--- src/frog_pkg.sv ---
package frog_pkg;

    typedef logic [9:0]  coord_t;
    typedef logic [11:0] rgb_t;
    typedef logic [7:0]  score_t;

    // Top-left corner of the frog sprite
    typedef struct packed {
        coord_t x;
        coord_t y;
    } frog_pos_t;

    typedef struct packed {
        coord_t x;
        coord_t y;
        logic   video_on;
        logic   hsync;
        logic   vsync;
        logic   p_tick;
    } pixel_t;

    typedef enum logic [1:0] {
        IDLE_LOW,
        WAIT_HIGH,
        IDLE_HIGH,
        WAIT_LOW
    } deb_state_t;

    // 640x480 at 60 Hz, 25 MHz pixel rate
    localparam coord_t H_VISIBLE = 10'd640;
    localparam coord_t H_FRONT   = 10'd16;
    localparam coord_t H_SYNC    = 10'd96;
    localparam coord_t H_BACK    = 10'd48;
    localparam coord_t H_TOTAL   = 10'd800;
    localparam coord_t V_VISIBLE = 10'd480;
    localparam coord_t V_FRONT   = 10'd10;
    localparam coord_t V_SYNC    = 10'd2;
    localparam coord_t V_BACK    = 10'd33;
    localparam coord_t V_TOTAL   = 10'd525;

    localparam int PIX_DIV         = 4;
    localparam int DIV_W           = $clog2(PIX_DIV);
    localparam int DEBOUNCE_CYCLES = 16;
    localparam int DEB_CNT_W       = $clog2(DEBOUNCE_CYCLES);

    // Playing field, thirteen lanes of one cell each
    localparam coord_t FIELD_X0  = 10'd64;
    localparam coord_t FIELD_X1  = 10'd576;
    localparam coord_t FIELD_Y0  = 10'd32;
    localparam coord_t CELL      = 10'd32;
    localparam int     NUM_LANES = 13;
    localparam coord_t FIELD_Y1  = 10'(FIELD_Y0 + NUM_LANES * CELL);

    localparam coord_t FROG_SIZE = 10'd32;
    localparam coord_t START_X   = 10'd304;
    localparam coord_t START_Y   = 10'd416;

    localparam rgb_t WALL_COLOR   = 12'h444;
    localparam rgb_t GOAL_COLOR   = 12'h0A0;
    localparam rgb_t RIVER_COLOR  = 12'h00F;
    localparam rgb_t MEDIAN_COLOR = 12'h880;
    localparam rgb_t ROAD_COLOR   = 12'h222;
    localparam rgb_t START_COLOR  = 12'h880;
    localparam rgb_t FROG_COLOR   = 12'h0F0;

endpackage

--- src/btn_debounce.sv ---
`timescale 1ns/1ps

module btn_debounce (
    input  logic sys_clk,
    input  logic sys_rst_n,
    input  logic btn,
    output logic level,
    output logic press
);

    logic                            sync_0;
    logic                            sync_1;
    frog_pkg::deb_state_t            state;
    logic [frog_pkg::DEB_CNT_W-1:0]  stable_cnt;
    logic                            cnt_full;

    // Two-flop synchronizer for the raw button
    always_ff @(posedge sys_clk or negedge sys_rst_n) begin
        if (!sys_rst_n) begin
            sync_0 <= 1'b0;
            sync_1 <= 1'b0;
        end else begin
            sync_0 <= btn;
            sync_1 <= sync_0;
        end
    end

    assign cnt_full = (stable_cnt == frog_pkg::DEB_CNT_W'(frog_pkg::DEBOUNCE_CYCLES - 1));

    always_ff @(posedge sys_clk or negedge sys_rst_n) begin
        if (!sys_rst_n) begin
            state      <= frog_pkg::IDLE_LOW;
            stable_cnt <= '0;
            level      <= 1'b0;
            press      <= 1'b0;
        end else begin
            // Pulse only in the cycle the level goes high
            press <= 1'b0;
            case (state)
                frog_pkg::IDLE_LOW: begin
                    stable_cnt <= '0;
                    if (sync_1) begin
                        state <= frog_pkg::WAIT_HIGH;
                    end
                end
                frog_pkg::WAIT_HIGH: begin
                    if (!sync_1) begin
                        state <= frog_pkg::IDLE_LOW;
                    end else if (cnt_full) begin
                        state <= frog_pkg::IDLE_HIGH;
                        level <= 1'b1;
                        press <= 1'b1;
                    end else begin
                        stable_cnt <= stable_cnt + 1'b1;
                    end
                end
                frog_pkg::IDLE_HIGH: begin
                    stable_cnt <= '0;
                    if (!sync_1) begin
                        state <= frog_pkg::WAIT_LOW;
                    end
                end
                default: begin
                    // Release side gives no pulse on the falling level
                    if (sync_1) begin
                        state <= frog_pkg::IDLE_HIGH;
                    end else if (cnt_full) begin
                        state <= frog_pkg::IDLE_LOW;
                        level <= 1'b0;
                    end else begin
                        stable_cnt <= stable_cnt + 1'b1;
                    end
                end
            endcase
        end
    end

endmodule

--- src/frog_motion.sv ---
`timescale 1ns/1ps

module frog_motion (
    input  logic                sys_clk,
    input  logic                sys_rst_n,
    input  logic                left_step,
    input  logic                right_step,
    input  logic                hop_step,
    output frog_pkg::frog_pos_t frog_pos,
    output frog_pkg::score_t    score
);

    logic at_left_wall;
    logic at_right_wall;
    logic at_goal;

    // A side move stops when no whole cell is left before the wall
    assign at_left_wall  = (frog_pos.x < frog_pkg::FIELD_X0 + frog_pkg::CELL);
    assign at_right_wall = (frog_pos.x + frog_pkg::CELL >
                            frog_pkg::FIELD_X1 - frog_pkg::FROG_SIZE);
    assign at_goal       = (frog_pos.y == frog_pkg::FIELD_Y0);

    always_ff @(posedge sys_clk or negedge sys_rst_n) begin
        if (!sys_rst_n) begin
            frog_pos.x <= frog_pkg::START_X;
            frog_pos.y <= frog_pkg::START_Y;
            score      <= '0;
        end else if (hop_step) begin
            // A hop out of the goal lane counts as a crossing
            if (at_goal) begin
                frog_pos.x <= frog_pkg::START_X;
                frog_pos.y <= frog_pkg::START_Y;
                score      <= score + 1'b1;
            end else begin
                frog_pos.y <= frog_pos.y - frog_pkg::CELL;
            end
        end else if (left_step) begin
            if (!at_left_wall) begin
                frog_pos.x <= frog_pos.x - frog_pkg::CELL;
            end
        end else if (right_step) begin
            if (!at_right_wall) begin
                frog_pos.x <= frog_pos.x + frog_pkg::CELL;
            end
        end
    end

endmodule

--- src/frog_pixel_gen.sv ---
`timescale 1ns/1ps

module frog_pixel_gen (
    input  logic                sys_clk,
    input  logic                sys_rst_n,
    input  frog_pkg::pixel_t    pix,
    input  frog_pkg::frog_pos_t frog_pos,
    output logic                hsync,
    output logic                vsync,
    output frog_pkg::rgb_t      rgb
);

    logic             in_frog;
    logic             in_field;
    frog_pkg::coord_t lane_off;
    frog_pkg::coord_t lane_idx;
    frog_pkg::rgb_t   lane_color;
    frog_pkg::rgb_t   rgb_next;

    assign in_frog = (pix.x >= frog_pos.x) && (pix.x < frog_pos.x + frog_pkg::FROG_SIZE) &&
                     (pix.y >= frog_pos.y) && (pix.y < frog_pos.y + frog_pkg::FROG_SIZE);

    assign in_field = (pix.x >= frog_pkg::FIELD_X0) && (pix.x < frog_pkg::FIELD_X1) &&
                      (pix.y >= frog_pkg::FIELD_Y0) && (pix.y < frog_pkg::FIELD_Y1);

    // Lane number counted down from the goal row
    assign lane_off = pix.y - frog_pkg::FIELD_Y0;
    assign lane_idx = lane_off / frog_pkg::CELL;

    always_comb begin
        case (lane_idx) inside
            10'd0:          lane_color = frog_pkg::GOAL_COLOR;
            [10'd1:10'd5]:  lane_color = frog_pkg::RIVER_COLOR;
            10'd6:          lane_color = frog_pkg::MEDIAN_COLOR;
            [10'd7:10'd11]: lane_color = frog_pkg::ROAD_COLOR;
            default:        lane_color = frog_pkg::START_COLOR;
        endcase
    end

    // Blanking first, then the frog over the field
    always_comb begin
        if (!pix.video_on) begin
            rgb_next = '0;
        end else if (in_frog) begin
            rgb_next = frog_pkg::FROG_COLOR;
        end else if (!in_field) begin
            rgb_next = frog_pkg::WALL_COLOR;
        end else begin
            rgb_next = lane_color;
        end
    end

    // Color and syncs leave together, one pixel behind the counters
    always_ff @(posedge sys_clk or negedge sys_rst_n) begin
        if (!sys_rst_n) begin
            hsync <= 1'b1;
            vsync <= 1'b1;
            rgb   <= '0;
        end else if (pix.p_tick) begin
            hsync <= pix.hsync;
            vsync <= pix.vsync;
            rgb   <= rgb_next;
        end
    end

endmodule

--- src/frog_top.sv ---
`timescale 1ns/1ps

module frog_top (
    input  logic                sys_clk,
    input  logic                sys_rst_n,
    input  logic                left_btn,
    input  logic                right_btn,
    input  logic                hop_btn,
    output logic                hsync,
    output logic                vsync,
    output frog_pkg::rgb_t      rgb,
    output frog_pkg::frog_pos_t frog_pos,
    output frog_pkg::score_t    score
);

    logic             left_step;
    logic             right_step;
    logic             hop_step;
    frog_pkg::pixel_t pix;

    // Button front end, level outputs kept for hold-to-repeat
    btn_debounce u_left_deb (
        .sys_clk   (sys_clk),
        .sys_rst_n (sys_rst_n),
        .btn       (left_btn),
        .level     (),
        .press     (left_step)
    );

    btn_debounce u_right_deb (
        .sys_clk   (sys_clk),
        .sys_rst_n (sys_rst_n),
        .btn       (right_btn),
        .level     (),
        .press     (right_step)
    );

    btn_debounce u_hop_deb (
        .sys_clk   (sys_clk),
        .sys_rst_n (sys_rst_n),
        .btn       (hop_btn),
        .level     (),
        .press     (hop_step)
    );

    frog_motion u_motion (
        .sys_clk    (sys_clk),
        .sys_rst_n  (sys_rst_n),
        .left_step  (left_step),
        .right_step (right_step),
        .hop_step   (hop_step),
        .frog_pos   (frog_pos),
        .score      (score)
    );

    vga_timing u_timing (
        .sys_clk   (sys_clk),
        .sys_rst_n (sys_rst_n),
        .pix       (pix)
    );

    frog_pixel_gen u_pixel (
        .sys_clk   (sys_clk),
        .sys_rst_n (sys_rst_n),
        .pix       (pix),
        .frog_pos  (frog_pos),
        .hsync     (hsync),
        .vsync     (vsync),
        .rgb       (rgb)
    );

endmodule

--- src/vga_timing.sv ---
`timescale 1ns/1ps

module vga_timing (
    input  logic             sys_clk,
    input  logic             sys_rst_n,
    output frog_pkg::pixel_t pix
);

    logic [frog_pkg::DIV_W-1:0] div_cnt;
    logic                       p_tick;
    frog_pkg::coord_t           h_cnt;
    frog_pkg::coord_t           v_cnt;
    logic                       h_end;
    logic                       v_end;

    // One pixel every PIX_DIV system clocks
    always_ff @(posedge sys_clk or negedge sys_rst_n) begin
        if (!sys_rst_n) begin
            div_cnt <= '0;
        end else begin
            div_cnt <= div_cnt + 1'b1;
        end
    end

    assign p_tick = (div_cnt == frog_pkg::DIV_W'(frog_pkg::PIX_DIV - 1));
    assign h_end  = (h_cnt == frog_pkg::H_TOTAL - 10'd1);
    assign v_end  = (v_cnt == frog_pkg::V_TOTAL - 10'd1);

    always_ff @(posedge sys_clk or negedge sys_rst_n) begin
        if (!sys_rst_n) begin
            h_cnt <= '0;
            v_cnt <= '0;
        end else if (p_tick) begin
            if (h_end) begin
                h_cnt <= '0;
                // Line advances at the end of each scan line
                if (v_end) begin
                    v_cnt <= '0;
                end else begin
                    v_cnt <= v_cnt + 1'b1;
                end
            end else begin
                h_cnt <= h_cnt + 1'b1;
            end
        end
    end

    assign pix.x        = h_cnt;
    assign pix.y        = v_cnt;
    assign pix.p_tick   = p_tick;
    assign pix.video_on = (h_cnt < frog_pkg::H_VISIBLE) && (v_cnt < frog_pkg::V_VISIBLE);

    // Sync pulses sit after the front porch, active low
    assign pix.hsync = !((h_cnt >= frog_pkg::H_VISIBLE + frog_pkg::H_FRONT) &&
                         (h_cnt <  frog_pkg::H_VISIBLE + frog_pkg::H_FRONT + frog_pkg::H_SYNC));
    assign pix.vsync = !((v_cnt >= frog_pkg::V_VISIBLE + frog_pkg::V_FRONT) &&
                         (v_cnt <  frog_pkg::V_VISIBLE + frog_pkg::V_FRONT + frog_pkg::V_SYNC));

endmodule
--- config.mk ---
export PLATFORM = sky130hd
export DESIGN_NAME = frog_top
export DESIGN_NICKNAME = d
export VERILOG_FILES = /design/src/frog_pkg.sv /design/src/btn_debounce.sv /design/src/frog_motion.sv /design/src/frog_pixel_gen.sv /design/src/frog_top.sv /design/src/vga_timing.sv
export SDC_FILE = /design/constraint.sdc
export NUM_CORES = 1
export LEC_CHECK = 0
export BUFFER_PORTS_ARGS = -buffer_cell sky130_fd_sc_hd__buf_4
export CAP_MARGIN = 10
export CORE_MARGIN = 2
export CORE_UTILIZATION = 65
export CTS_BUF_LIST = sky130_fd_sc_hd__clkbuf_4 sky130_fd_sc_hd__clkbuf_8
export CTS_CLUSTER_DIAMETER = 60
export DETAILED_ROUTE_END_ITERATION = 12
export GPL_ROUTABILITY_DRIVEN = 0
export PLACE_DENSITY = 0.86
export SLEW_MARGIN = 20
export SYNTH_ARGS = -nofsm -noshare
export SYNTH_HDL_FRONTEND = slang
export SYNTH_HIERARCHICAL = 1
export SYNTH_SLANG_ARGS = --single-unit
export TNS_END_PERCENT = 100
--- constraint.sdc ---
create_clock -name sys_clk -period 8.2 [get_ports sys_clk]
set_clock_uncertainty 0.15 [all_clocks]
set_input_delay 0.82 -clock sys_clk [delete_from_list [all_inputs] [get_ports sys_clk]]
set_output_delay 0.82 -clock sys_clk [all_outputs]
set_load 0.02 [all_outputs]
## Word-level counts from Yosys, hierarchy flattened

Index checks and enable logic that the tools add are counted.

- $add $sub $neg: 12
- $lt $le $gt $ge: 20
- Eq/ne operators: 32
- Mux-type cells: 58
- Reduce and logical (&&, ||, !) cells: 33

Operators by type and width:

| cell | number |
|---|---|
| 10-bit two-way mux | 9 |
| 12-bit two-way mux | 7 |
| 2-bit two-way mux | 18 |
| 4-bit two-way mux | 9 |
| 10-bit less-than comparator, second input constant | 3 |
| 10-bit by 9-bit less-than comparator with 1-bit output, second input constant | 3 |
| 10-bit by 6-bit subtractor with 10-bit output, second input constant | 3 |
| 3-bit != test, second input constant | 8 |
| 4-bit case mux with 2 select lines | 3 |
| 10-bit by 1-bit adder with 10-bit output, second input constant | 2 |
| 10-bit by 6-bit adder with 10-bit output, second input constant | 2 |
| 10-bit equality test, second input constant | 2 |
| 10-bit greater-or-equal comparator | 2 |
| 10-bit less-than comparator | 2 |
| 2-bit case mux with 3 select lines | 3 |
| 4-bit AND reduction | 4 |
| 2-bit by 1-bit != test with 1-bit output, second input constant | 7 |
| 4-bit by 1-bit adder with 4-bit output, second input constant | 3 |
| 4-bit equality test, second input constant | 3 |
| 4-bit nonzero test | 3 |
| 1-bit logical AND | 11 |
| 10-bit by 6-bit equality test with 1-bit output, second input constant | 1 |
| 10-bit greater-or-equal comparator, second input constant | 1 |
| 10-bit by 6-bit greater-or-equal comparator with 1-bit output, second input constant | 1 |
| 21 further kinds | 45 |

- Register bits after elaboration: 91
- Bits of input ports: 5
- Output and inout port bits: 42
- Logic and storage cells: 179

## Longest topological paths before layout

Gate-level depths: netlist of the first run.

- Depth in word-level cells: 10
- Depth in mapped cells: 9
- Mapped depth without buffers: 9

## Modules after synthesis

Netlist of the first run, hierarchy kept.

By module, submodules not included:

| module | instances | cells each | area each (µm²) | sequential area each (µm²) |
|---|---|---|---|---|
| frog_pixel_gen | 1 | 207 | 1783.0 | 302.8 |
| btn_debounce | 3 | 52 | 565.5 | 250.2 |
| frog_motion | 1 | 113 | 1167.4 | 483.0 |
| vga_timing | 1 | 116 | 1146.1 | 550.5 |

## Least setup slack after synthesis of the first run

Ideal clock, no wire load.

- Kind: register to register
- Start point: register, netlist name u_motion/frog_pos[15]
- End point: register u_pixel.rgb[10]
- Library setup time: 121 ps
- Arrival: 2397 ps
- Required time: 7929 ps
- Path slack: 5532 ps
- Stages on the path, launching flop included: 9
- Buffers on the path: 0
- Period minus slack after synthesis: 2668 ps
- Cells stage by stage: dfstp_2 > ha_1 > xnor2_1 > ha_1 > a21o_1 > a21o_1 > a221oi_1 > nand4_1 > a22o_1

- Longest elaborated chain between the ends: 7
- Elaborated cells between the ends (all ways): 8
- Those cells by class: 1 x add/sub; 2 x order compare; 2 x mux; 3 x reduce/logical

RTL lines:

| item | RTL line | text |
|---|---|---|
| 10-bit by 6-bit adder with 10-bit output | frog_pixel_gen.sv:20 | `assign in_frog = (pix.x >= frog_pos.x) && (pix.x < frog_pos.x + frog_pkg::FROG_SIZE) &&` |
| 10-bit less-than comparator | frog_pixel_gen.sv:20 |  |
| 1-bit logical AND (*) (2 in a row) | frog_pixel_gen.sv:20 |  |
| 1-bit logical AND (*) | frog_pixel_gen.sv:21 | `(pix.y >= frog_pos.y) && (pix.y < frog_pos.y + frog_pkg::FROG_SIZE);` |
| 12-bit two-way mux (*) | frog_pixel_gen.sv:44 | `end else if (in_frog) begin` |
| 12-bit two-way mux (*) | frog_pixel_gen.sv:42 | `if (!pix.video_on) begin` |
| end signal: assignment | frog_pixel_gen.sv:62 | `rgb <= rgb_next;` |
| end: declaration | frog_pixel_gen.sv:10 | `output frog_pkg::rgb_t rgb` |

Mark *: on every way between the ends. The rest lies on a longest branch, timed or not.
A chain may end at the register's enable or synchronous reset.

## Worst setup path after layout of the first run

- Start point: register, netlist name u_motion/frog_pos[15]
- End point: register u_pixel.rgb[2]

- Longest elaborated chain between the ends: 7
- Elaborated cells between the ends (all ways): 8
- Those cells by class: 1 x add/sub; 2 x order compare; 2 x mux; 3 x reduce/logical

RTL lines:

| item | RTL line |
|---|---|
| 10-bit by 6-bit adder with 10-bit output | frog_pixel_gen.sv:20 |
| 10-bit less-than comparator | frog_pixel_gen.sv:20 |
| 1-bit logical AND (*) (2 in a row) | frog_pixel_gen.sv:20 |
| 1-bit logical AND (*) | frog_pixel_gen.sv:21 |
| 12-bit two-way mux (*) | frog_pixel_gen.sv:44 |
| 12-bit two-way mux (*) | frog_pixel_gen.sv:42 |

Marks and branches as above.

==> results of run 1 <==
-- power by group through the flow --
| stage | Clock [mW] | Combinational (mW) | Sequential, mW |
|---|---|---|---|
| CTS | 0.313 | 0.270 | 0.471 |
| global route | 0.335 | 0.307 | 0.479 |
| global placement | 0 | 0.251 | 0.475 |
| floorplan | 0 | 0.217 | 0.470 |
| detailed placement | 0 | 0.270 | 0.478 |
| finish | 0.308 | 0.271 | 0.473 |
-- flip-flops by register name, summed over array words and instances, names as in the netlist, 2 cells and up --
| name | flops |
|---|---|
| u_timing/v_cnt | 10 |
| u_motion/frog_pos | 11 |
| u_pixel/rgb | 10 |
| u_hop_deb/state | 2 |
| u_right_deb/state | 2 |
| u_motion/score | 8 |
| u_timing/h_cnt | 10 |
| u_hop_deb/stable_cnt | 4 |
| u_right_deb/stable_cnt | 4 |
| u_timing/div_cnt | 2 |
| u_left_deb/stable_cnt | 4 |
| u_left_deb/state | 2 |
-- metrics by stage --
stage	hold slack, ns	cells	cell area, um2
after floorplan	0.181	591	5700
after global placement	0.181	713	5930
final	0.205	729	6150
after detailed placement	0.186	713	5930
after global routing	0.214	729	6150
after CTS	0.206	729	6140
-- metal layers --
metal  GRT usage (%)  wire length [um]  vias to the layer above
met5               0                 0                        -
met4            11.1               436                        0
met3            5.61               758                       48
li1                -                 -                     2146
met1            31.6              4970                     2219
met2            48.7              6320                      186
-- area by class of cell --
class	instances	area share (%)
clock buffers	12	2.59
clock inverters	4	0.835
inverters	56	3.42
multi-input cells	433	53.8
flip-flops and latches	80	32.7
well taps	108	2.20
repair buffers	36	4.46
-- critical path, delay by kind of cell, from the launching register on --
family / cells / cell delay, ns
adder cells (fa/ha/maj): 2 / 0.49
AND/OR/NAND/NOR: 1 / 0.39
flip-flops: 1 / 0.65
XOR/XNOR: 1 / 0.13
AO/OA/AOI/OAI: 4 / 1.12
-- worst max-delay path by stage --
stage	from	to	slack [ns]	depth (start not counted)
after global routing	u_motion/frog_pos[15]$_DFFE_PN1P_	u_pixel/rgb[5]$_DFFE_PN0P_	4.95	8
after global placement	u_motion/frog_pos[15]$_DFFE_PN1P_	u_pixel/rgb[3]$_DFFE_PN0P_	5.35	8
after CTS	u_motion/frog_pos[15]$_DFFE_PN1P_	u_pixel/rgb[10]$_DFFE_PN0P_	5.26	8
after detailed placement	u_motion/frog_pos[15]$_DFFE_PN1P_	u_pixel/rgb[10]$_DFFE_PN0P_	5.26	8
after floorplan	u_motion/frog_pos[15]$_DFFE_PN1P_	u_pixel/rgb[10]$_DFFE_PN0P_	5.53	8
final	u_motion/frog_pos[15]$_DFFE_PN1P_	u_pixel/rgb[2]$_DFFE_PN0P_	5.17	8
==> qor.txt, run 1 <==
Tightest Pin Transition: 0.908 ns
vias: 4599
DIE HEIGHT: 97.4 um
largest net degree at the start of global routing: 81
Lkg Pwr: 2.80 nW
Sequential Power Share: 44.9%
sw frac: 32.2%
final hold viol count: 0
die width: 97.4 um
CTS tree: built
period utilization: 37.0%
RSZ-0062 raised after global routing: no
CP endpoint kind: flop
Clk pin slew, worst setup/hold paths: 0.08 ns
Netlist Area Pre-Place: 5670 um2
Remaining DRCs: 0
Slew Limit Fails: 0
Hold Buf Count CTS: 0
Crit Path Max Fanout: 12
syn_area_per_cell: 9.72 um2
CP arrival: 3.12 ns
required time of the critical path: 8.29 ns
first-pass GRT wire length: 21.3 mm
crit-path cells: ha_1, xnor2_1, ha_1, a21o_1, a21o_1, a221oi_1, nand4_1, a22o_1
layout cells sized above 1: 14.7%
Layout fillers: 643
run status: finished clean
Reg area: 2010 um2
Syn Inst Count: 583
antenna-violating nets left: 0
vias in the first global route: 4639
ANT cells: 0
Place WS: 5.26 ns
Critical-path top delay cell: dfstp_2
latest clock arrival within the worst-skew pair: 0.35 ns
power per standard cell area: 171 nW/um2
DRT Pass-1 Iters: 6
post-CTS resize count: 0
Pwr Total: 1.05 mW
final setup margin: 5.17 ns
Yosys Warn Count: 6
H-tree depth: 3
Max-Cap Viols: 0
FF-to-FF Start: u_motion/frog_pos[15]$_DFFE_PN1P_
Worst setup SP type: flop
HPWL Detailed: 8.84 mm
fin util: 71.5%
slew margin rel.: 39.0%
CTS buffer count: 9
RR Endpoint: u_pixel/rgb[2]$_DFFE_PN0P_
R2R cell count: 8
layout net count: 683
switching pwr: 338 uW
Slowest Stage Delay on Critical Path: 0.65 ns
Vias per Instance: 6.31
Worst Hold Launch: u_right_deb/sync_0$_DFF_PN0_
most frequent cells in the layout: dfrtp_1 (72), ha_1 (62), inv_1 (55)
area of the multi-input gates: 3300 um2
Post-CTS Setup Bufs: 0
Hold Crit Depth: 0
clock sink total: 80
Routed WL per cell: 17.1 um
critical path class: reg2reg
combinational power share: 25.8%
hold endpoint: u_right_deb/sync_1$_DFF_PN0_
CTS root buffer: clkbuf_8
FF-to-FF setup slack: 5.17 ns
Syn-to-layout area delta: 8.41%
GR Util All Layers: 27.2%
Total Routed Length: 12.5 mm
# setup viols final: 0
IO Port Bufs: 36
Max Clock Freq: 330 MHz
commonest non-fill, non-tap cell in the layout: dfrtp_1
Overflow after GRT: 0
Iter 0 DRT Violations: 222
total negative slack: 0 ns
full die area: 9480 um2
worst hold path type: reg2reg
worst-case vdd ir drop: 143 uV
Max clock buf depth: 2
clock share of power: 29.2%
Initial Util: 66.0%
Internal: 713 uW
initial antenna violation count: 0
# IOs: 47
Placement Rows: 34
core area: 8590 um2
min Tclk post-route: 3.03 ns
(Power assumes the default switching activity.)
==> inputs of run 2 (changes only) <==
- ABC_AREA: unset -> 1
- CORE_UTILIZATION: 65 -> 57
- PLACE_DENSITY: 0.86 -> 0.79
- clock period: 8.2 -> 2.71 ns (I/O delays scaled with it)
==> run 2 against run 1 <==
Sequential cell count stayed put; total power grew to 2.9 times the previous value; sequential share of layout area is 2.5 points lower; routed wire length is 0.87% lower; utilization is 6.5 points lower; synthesized area is 5.4% higher; via count is 11% higher; setup slack worse by 5.0 ns; synthesized cell count is 42% higher; largest cell class unchanged.
==> qor.txt, run 2 <==
Crit Path Max Fanout: 4 (-8)
Worst Hold Launch: u_right_deb/sync_0$_DFF_PN0_
run status: finished clean
FF-to-FF setup slack: 0.22 ns (-4.95 ns)
RR Endpoint: u_pixel/rgb[6]$_DFFE_PN0P_
most frequent cells in the layout: nand2_1 (226), inv_1 (124), nor2_1 (86)
Internal: 1.99 mW (+180%)
Vias per Instance: 5.02 (-20%)
most frequent CP cell: nand3_1
Hold Crit Depth: 0 (unchanged)
Max-Cap Viols: 0 (unchanged)
largest net degree at the start of global routing: 40 (-51%)
Pwr Total: 3.04 mW (+190%)
worst-case vdd ir drop: 413 uV (+190%)
GR Util All Layers: 23.4% (-3.8 points)
post-CTS resize count: 0 (unchanged)
combinational power share: 23.7% (-2.1 points)
Reg area: 2010 um2 (unchanged)
Worst setup SP type: flop
commonest non-fill, non-tap cell in the layout: nand2_1
Overflow after GRT: 0 (unchanged)
final hold viol count: 0 (unchanged)
# setup viols final: 0 (unchanged)
latest clock arrival within the worst-skew pair: 0.37 ns (+0.02 ns)
Yosys Warn Count: 6 (unchanged)
clock share of power: 30.2% (+1.0 points)
Syn-to-layout area delta: 11.3%
fin util: 65.0% (-6.5 points)
Slowest Stage Delay on Critical Path: 0.57 ns (-0.08 ns)
vias: 5106 (+11%)
power per standard cell area: 457 nW/um2 (+170%)
critical path class: reg2reg
Initial Util: 58.4% (-7.6 points)
Clk pin slew, worst setup/hold paths: 0.09 ns (about the same)
vias in the first global route: 4752 (+2.4%)
area of the multi-input gates: 3380 um2 (+2.2%)
Largest register FFs: 11 (unchanged)
full die area: 11300 um2 (+19%)
DIE HEIGHT: 106 um (+9.2%)
RSZ-0062 raised after global routing: no
first-pass GRT wire length: 21.5 mm (+0.84%)
Layout fillers: 896 (+39%)
Slew Limit Fails: 0 (unchanged)
Non-Filler Instances: 1017 (+40%)
CTS root buffer: clkbuf_8
DRT Pass-1 Iters: 5 (-1)
core area: 10200 um2 (+19%)
R2R cell count: 13 (+5)
Placement Rows: 37 (+8.8%)
clock sink total: 80 (unchanged)
switching pwr: 1.05 mW (+210%)
total negative slack: 0 ns (unchanged)
initial antenna violation count: 0 (unchanged)
Tightest Pin Transition: 0.547 ns (-0.360 ns)
worst hold path type: reg2reg
Remaining DRCs: 0 (unchanged)
placed cell area: 6390 um2 (+7.8%)
required time of the critical path: 2.79 ns (-5.50 ns)
CP endpoint kind: flop
sw frac: 34.6% (+2.4 points)
Max clock buf depth: 2 (unchanged)
IO Port Bufs: 36 (unchanged)
Total Routed Length: 12.4 mm (-0.87%)
Netlist Area Pre-Place: 5980 um2 (+5.4%)
HPWL Detailed: 9.21 mm (+4.2%)
period utilization: 92.0% (+55 points)
FF-to-FF Start: u_motion/frog_pos[5]$_DFFE_PN1P_
antenna-violating nets left: 0 (unchanged)
min Tclk post-route: 2.49 ns (-0.540 ns)
die width: 106 um (+9.2%)
Syn Inst Count: 825 (+42%)
# IOs: 47 (unchanged)
Critical-path top delay cell: dfstp_2
Max Clock Freq: 401 MHz (+22%)
slew margin rel.: 63.5% (+24 points)
largest register by flop count: u_motion/frog_pos
Placed Cells incl. Taps: 995 (+40%)
crit-path cells: ha_1, nand3_1, xor2_1, ha_1, nand2_1, nor2_1, nand3_1, a21oi_1, nor2_1, nand3_2, inv_1, nand2_1, nand3_1
CP arrival: 2.57 ns (-0.55 ns)
syn_area_per_cell: 7.24 um2 (-26%)
CTS tree: built
ANT cells: 0 (unchanged)
fin area: 6650 um2 (+8.2%)
CTS buffer count: 9 (unchanged)
Iter 0 DRT Violations: 252 (+14%)
Sequential Power Share: 46.2% (+1.3 points)
H-tree depth: 3 (unchanged)
layout net count: 943 (+38%)
Routed WL per cell: 12.2 um (-29%)
layout cells sized above 1: 14.0% (-0.69 points)
hold endpoint: u_right_deb/sync_1$_DFF_PN0_
Lkg Pwr: 3.53 nW (+26%)
==> run 2: cell count changes in the layout (fill, tap and decap cells not counted), moves of 6 or more <==
cell,change
nor2b_1,-13
buf_4,+11
nor2_2,+11
a22o_1,-6
nand2_2,+12
xnor2_1,-20
and3_1,-13
nand2_1,+196
inv_1,+69
xor2_1,+9
a2bb2oi_1,-6
nor2_1,+57
nand3_1,+34
==> run 2: what timing repair did <==
action                                  CTS  global route
hold buffers                              4             0
endpoints found under the hold margin    34             0
endpoints found under the setup margin    0             4
buffers inserted                          0             2
==> run 2: area by class of cell <==
| cell class | instances | area share (%) |
|---|---|---|
| Timing Repair Buffer | 51 | 6.10 |
| Clock buffer | 9 | 1.86 |
| Multi-Input combinational cell | 605 | 50.8 |
| Sequential cell | 80 | 30.3 |
| Tap cell | 136 | 2.56 |
| Clock inverter | 7 | 1.19 |
| Inverter | 129 | 7.28 |
==> run 2: power groups by stage <==
| stage | Combinational [mW] | Sequential [mW] | Clock (mW) |
|---|---|---|---|
| floorplan | 0.574 | 1.40 | 0 |
| global placement | 0.692 | 1.42 | 0 |
| detailed placement | 0.717 | 1.43 | 0 |
| CTS | 0.726 | 1.40 | 0.943 |
| global route | 0.847 | 1.42 | 1.00 |
| finish | 0.719 | 1.40 | 0.917 |
==> run 2: worst max-delay path by stage <==
stage / depth (start not counted) / startpoint / endpoint / slack [ns]
6_report: 13 / u_motion/frog_pos[5]$_DFFE_PN1P_ / u_pixel/rgb[6]$_DFFE_PN0P_ / 0.22
5_1_grt: 13 / u_motion/frog_pos[5]$_DFFE_PN1P_ / u_pixel/rgb[6]$_DFFE_PN0P_ / 0.009
4_1_cts: 13 / u_motion/frog_pos[5]$_DFFE_PN1P_ / u_pixel/rgb[6]$_DFFE_PN0P_ / 0.14
3_5_place_dp: 13 / u_motion/frog_pos[5]$_DFFE_PN1P_ / u_pixel/rgb[6]$_DFFE_PN0P_ / 0.18
3_3_place_gp: 13 / u_motion/frog_pos[15]$_DFFE_PN1P_ / u_pixel/rgb[3]$_DFFE_PN0P_ / 0.30
2_1_floorplan: 13 / u_motion/frog_pos[15]$_DFFE_PN1P_ / u_pixel/rgb[3]$_DFFE_PN0P_ / 0.28
==> run 2: through the flow <==
step	hold WS (ns)	setup WS, ns
2_1_floorplan	-0.175	0.276
3_3_place_gp	0.126	0.303
3_5_place_dp	0.131	0.177
4_1_cts	0.210	0.138
5_1_grt	0.216	0.00899
6_report	0.206	0.218
==> run 2: critical path, delay by kind of cell (launching register included) <==
kind	cells	cell delay [ns]
AO/OA/AOI/OAI	1	0.13
AND/OR/NAND/NOR	8	0.81
flip-flops	1	0.57
adder cells (fa/ha/maj)	2	0.49
XOR/XNOR	1	0.15
buffers and inverters	1	0.05
==> run 2: routing by layer <==
metal / track usage [%] / vias to the layer above / part of all wire (%)
met5: 0 / - / 0
met4: 7.99 / 0 / 2.0
met3: 5.27 / 22 / 4.6
met2: 37.4 / 104 / 46
met1: 31.4 / 2312 / 47
li1: - / 2668 / -
==> inputs of run 3 (changes only) <==
- ABC_AREA: 1 -> unset
- clock period: 2.71 -> 2.1 ns (I/O delays scaled with it)
==> run 3 against run 2 <==
The run now ends with negative setup slack left; sequential cell count unchanged; setup slack worse by 0.68 ns; non-clock buffer count up 86; total power up 35%; critical endpoint is now u_pixel/rgb[2]$_DFFE_PN0P_; combinational power up 54%; via count down 2.4%; highest routed layer unchanged; register-to-register slack worse by 0.68 ns; die area down 4.9%; first-iteration DRC count up 4.0%; sequential power up 31%; maximum frequency down 2.7%; global-route usage up 1.8 points.
==> qor.txt, run 3 (synthesis gave the netlist of run 1 again) <==
run status: finished, violations left
failing checks: negative setup slack
latest clock arrival within the worst-skew pair: 0.35 ns (-0.02 ns)
Overflow after GRT: 0 (unchanged)
vias: 4981 (-2.4%)
R2R cell count: 9 (-4)
Lkg Pwr: 3.33 nW (-5.6%)
Worst setup SP type: flop
layout cells sized above 1: 28.8% (+15 points)
CTS root buffer: clkbuf_8
first-pass GRT wire length: 22.5 mm (+4.5%)
Syn-to-layout area delta: 25.4%
Initial Util: 58.3% (-0.14 points)
worst-case vdd ir drop: 573 uV (+39%)
Total Routed Length: 13.6 mm (+9.6%)
required time of the critical path: 2.19 ns (-0.60 ns)
# IOs: 47 (unchanged)
CP startpoint: u_motion/frog_pos[15]$_DFFE_PN1P_
critical path class: reg2reg
Tightest Pin Transition: 0.513 ns (-0.0343 ns)
min Tclk post-route: 2.56 ns (+0.0688 ns)
IO Port Bufs: 36 (unchanged)
power per standard cell area: 579 nW/um2 (+27%)
Slew Limit Fails: 0 (unchanged)
HPWL Detailed: 10.1 mm (+9.3%)
slew margin rel.: 65.8% (+2.3 points)
Remaining DRCs: 0 (unchanged)
worst hold path type: reg2reg
WHS: 0.206 ns (-0.0000440 ns)
Clk pin slew, worst setup/hold paths: 0.08 ns (about the same)
total negative slack: -5.48 ns (-5.48 ns)
Iter 0 DRT Violations: 262 (+4.0%)
ANT cells: 0 (unchanged)
largest register by flop count: u_motion/frog_pos
Max Clock Freq: 390 MHz (-2.7%)
Placement Rows: 36 (-2.7%)
commonest non-fill, non-tap cell in the layout: buf_4
initial antenna violation count: 0 (unchanged)
Max-Cap Viols: 0 (unchanged)
final setup margin: -0.461 ns (-0.679 ns)
final hold viol count: 0 (unchanged)
layout net count: 784 (-17%)
fin util: 73.1% (+8.1 points)
largest net degree at the start of global routing: 39 (-2.5%)
Layout fillers: 690 (-23%)
Routed WL per cell: 15.9 um (+30%)
most frequent cells in the layout: buf_4 (127), dfrtp_1 (70), ha_1 (60)
Max clock buf depth: 2 (unchanged)
CP endpoint kind: flop
Vias per Instance: 5.83 (+16%)
die width: 104 um (-2.5%)
Largest register FFs: 11 (unchanged)
FF-to-FF setup slack: -0.46 ns (-0.68 ns)
CTS tree: built
FF-to-FF Start: u_motion/frog_pos[15]$_DFFE_PN1P_
H-tree depth: 3 (unchanged)
clock sink total: 80 (unchanged)
Crit Path Max Fanout: 10 (+6)
# setup viols final: 22 (+22)
RSZ-0062 raised after global routing: yes
CP arrival: 2.65 ns (+0.08 ns)
CTS buffer count: 9 (unchanged)
DRT Pass-1 Iters: 5 (unchanged)
vias in the first global route: 4974 (+4.7%)
period utilization: 122% (+30 points)
GR Util All Layers: 25.2% (+1.8 points)
DIE HEIGHT: 104 um (-2.5%)
full die area: 10800 um2 (-4.9%)
CP endpoint: u_pixel/rgb[2]$_DFFE_PN0P_
antenna-violating nets left: 0 (unchanged)
RR Endpoint: u_pixel/rgb[2]$_DFFE_PN0P_
core area: 9730 um2 (-4.9%)
run 3: cell count changes in the layout (fill, tap and decap cells not counted), sizes merged, moves of 13 or more:
cell and delta:
nand3 -39, and3 +14, xnor2 +20, nor2 -69
buf +86, inv -76, nor2b +13, nand2 -209
run 3: worst max-delay path: stages, from the launching register on:
cell and delay (ns):
dfstp_2 0.56, buf_4 0.18, inv_1 0.06, ha_1 0.32
a41oi_1 0.14, o31ai_1 0.36, buf_4 0.18, nand4_1 0.13
buf_6 0.17, a22o_1 0.20
run 3: layout make-up:
type,count,area [um2],share of cell area (%)
multi-input cells,433,3440,48.4
flip-flops and latches,80,2010,28.3
repair buffers,137,1080,15.2
inverters,56,210,2.96
well taps,133,166,2.34
clock buffers,11,145,2.04
clock inverters,5,56.3,0.792
run 3: worst min-delay path by stage:
| stage | from | to | slack, ns | cells after the start |
|---|---|---|---|---|
| 2_1_floorplan | sys_rst_n | u_hop_deb/press$_DFF_PN0_ | -0.24 | 0 |
| 3_3_place_gp | sys_rst_n | u_timing/v_cnt[0]$_DFFE_PN0P_ | 0.07 | 1 |
| 3_5_place_dp | sys_rst_n | u_timing/v_cnt[2]$_DFFE_PN0P_ | 0.07 | 1 |
| 4_1_cts | u_right_deb/sync_0$_DFF_PN0_ | u_right_deb/sync_1$_DFF_PN0_ | 0.21 | 0 |
| 5_1_grt | u_hop_deb/sync_0$_DFF_PN0_ | u_hop_deb/sync_1$_DFF_PN0_ | 0.21 | 0 |
| 6_report | u_right_deb/sync_0$_DFF_PN0_ | u_right_deb/sync_1$_DFF_PN0_ | 0.21 | 0 |
run 3: per-stage QoR:
step           cells  power, mW  cell area [um2]  setup slack (ns)
2_1_floorplan    591       2.68             5740            -0.436
3_3_place_gp     822       2.86             6650            -0.329
3_5_place_dp     822       2.97             6650            -0.412
4_1_cts          847       4.14             6970            -0.396
5_1_grt          855       4.39             7110            -0.587
6_report         855       4.12             7110            -0.461
run 3: timing repair:
action	in CTS	in global routing
gates resized for setup	7	13
buffers inserted	5	8
pin swaps	13	15
endpoints found under the setup margin	19	26
hold buffers	4	0
cloned	0	0
hold endpoints to repair	37	0
run 3: where the power goes:
| group | total [mW] | internal [mW] | switching [mW] |
|---|---|---|---|
| Sequential | 1.84 | 1.69 | 0.148 |
| Clock | 1.16 | 0.594 | 0.569 |
| Combinational | 1.11 | 0.497 | 0.617 |
| Total | 4.12 | 2.78 | 1.33 |
run 3: per-layer routing:
metal	wire, um	up-vias	part of all wire, %	track usage, %
li1	-	2357	-	-
met1	5540	2432	41	29.3
met2	6980	149	51	45.9
met3	555	43	4.1	3.65
met4	486	0	3.6	11.6
met5	0	-	0	0
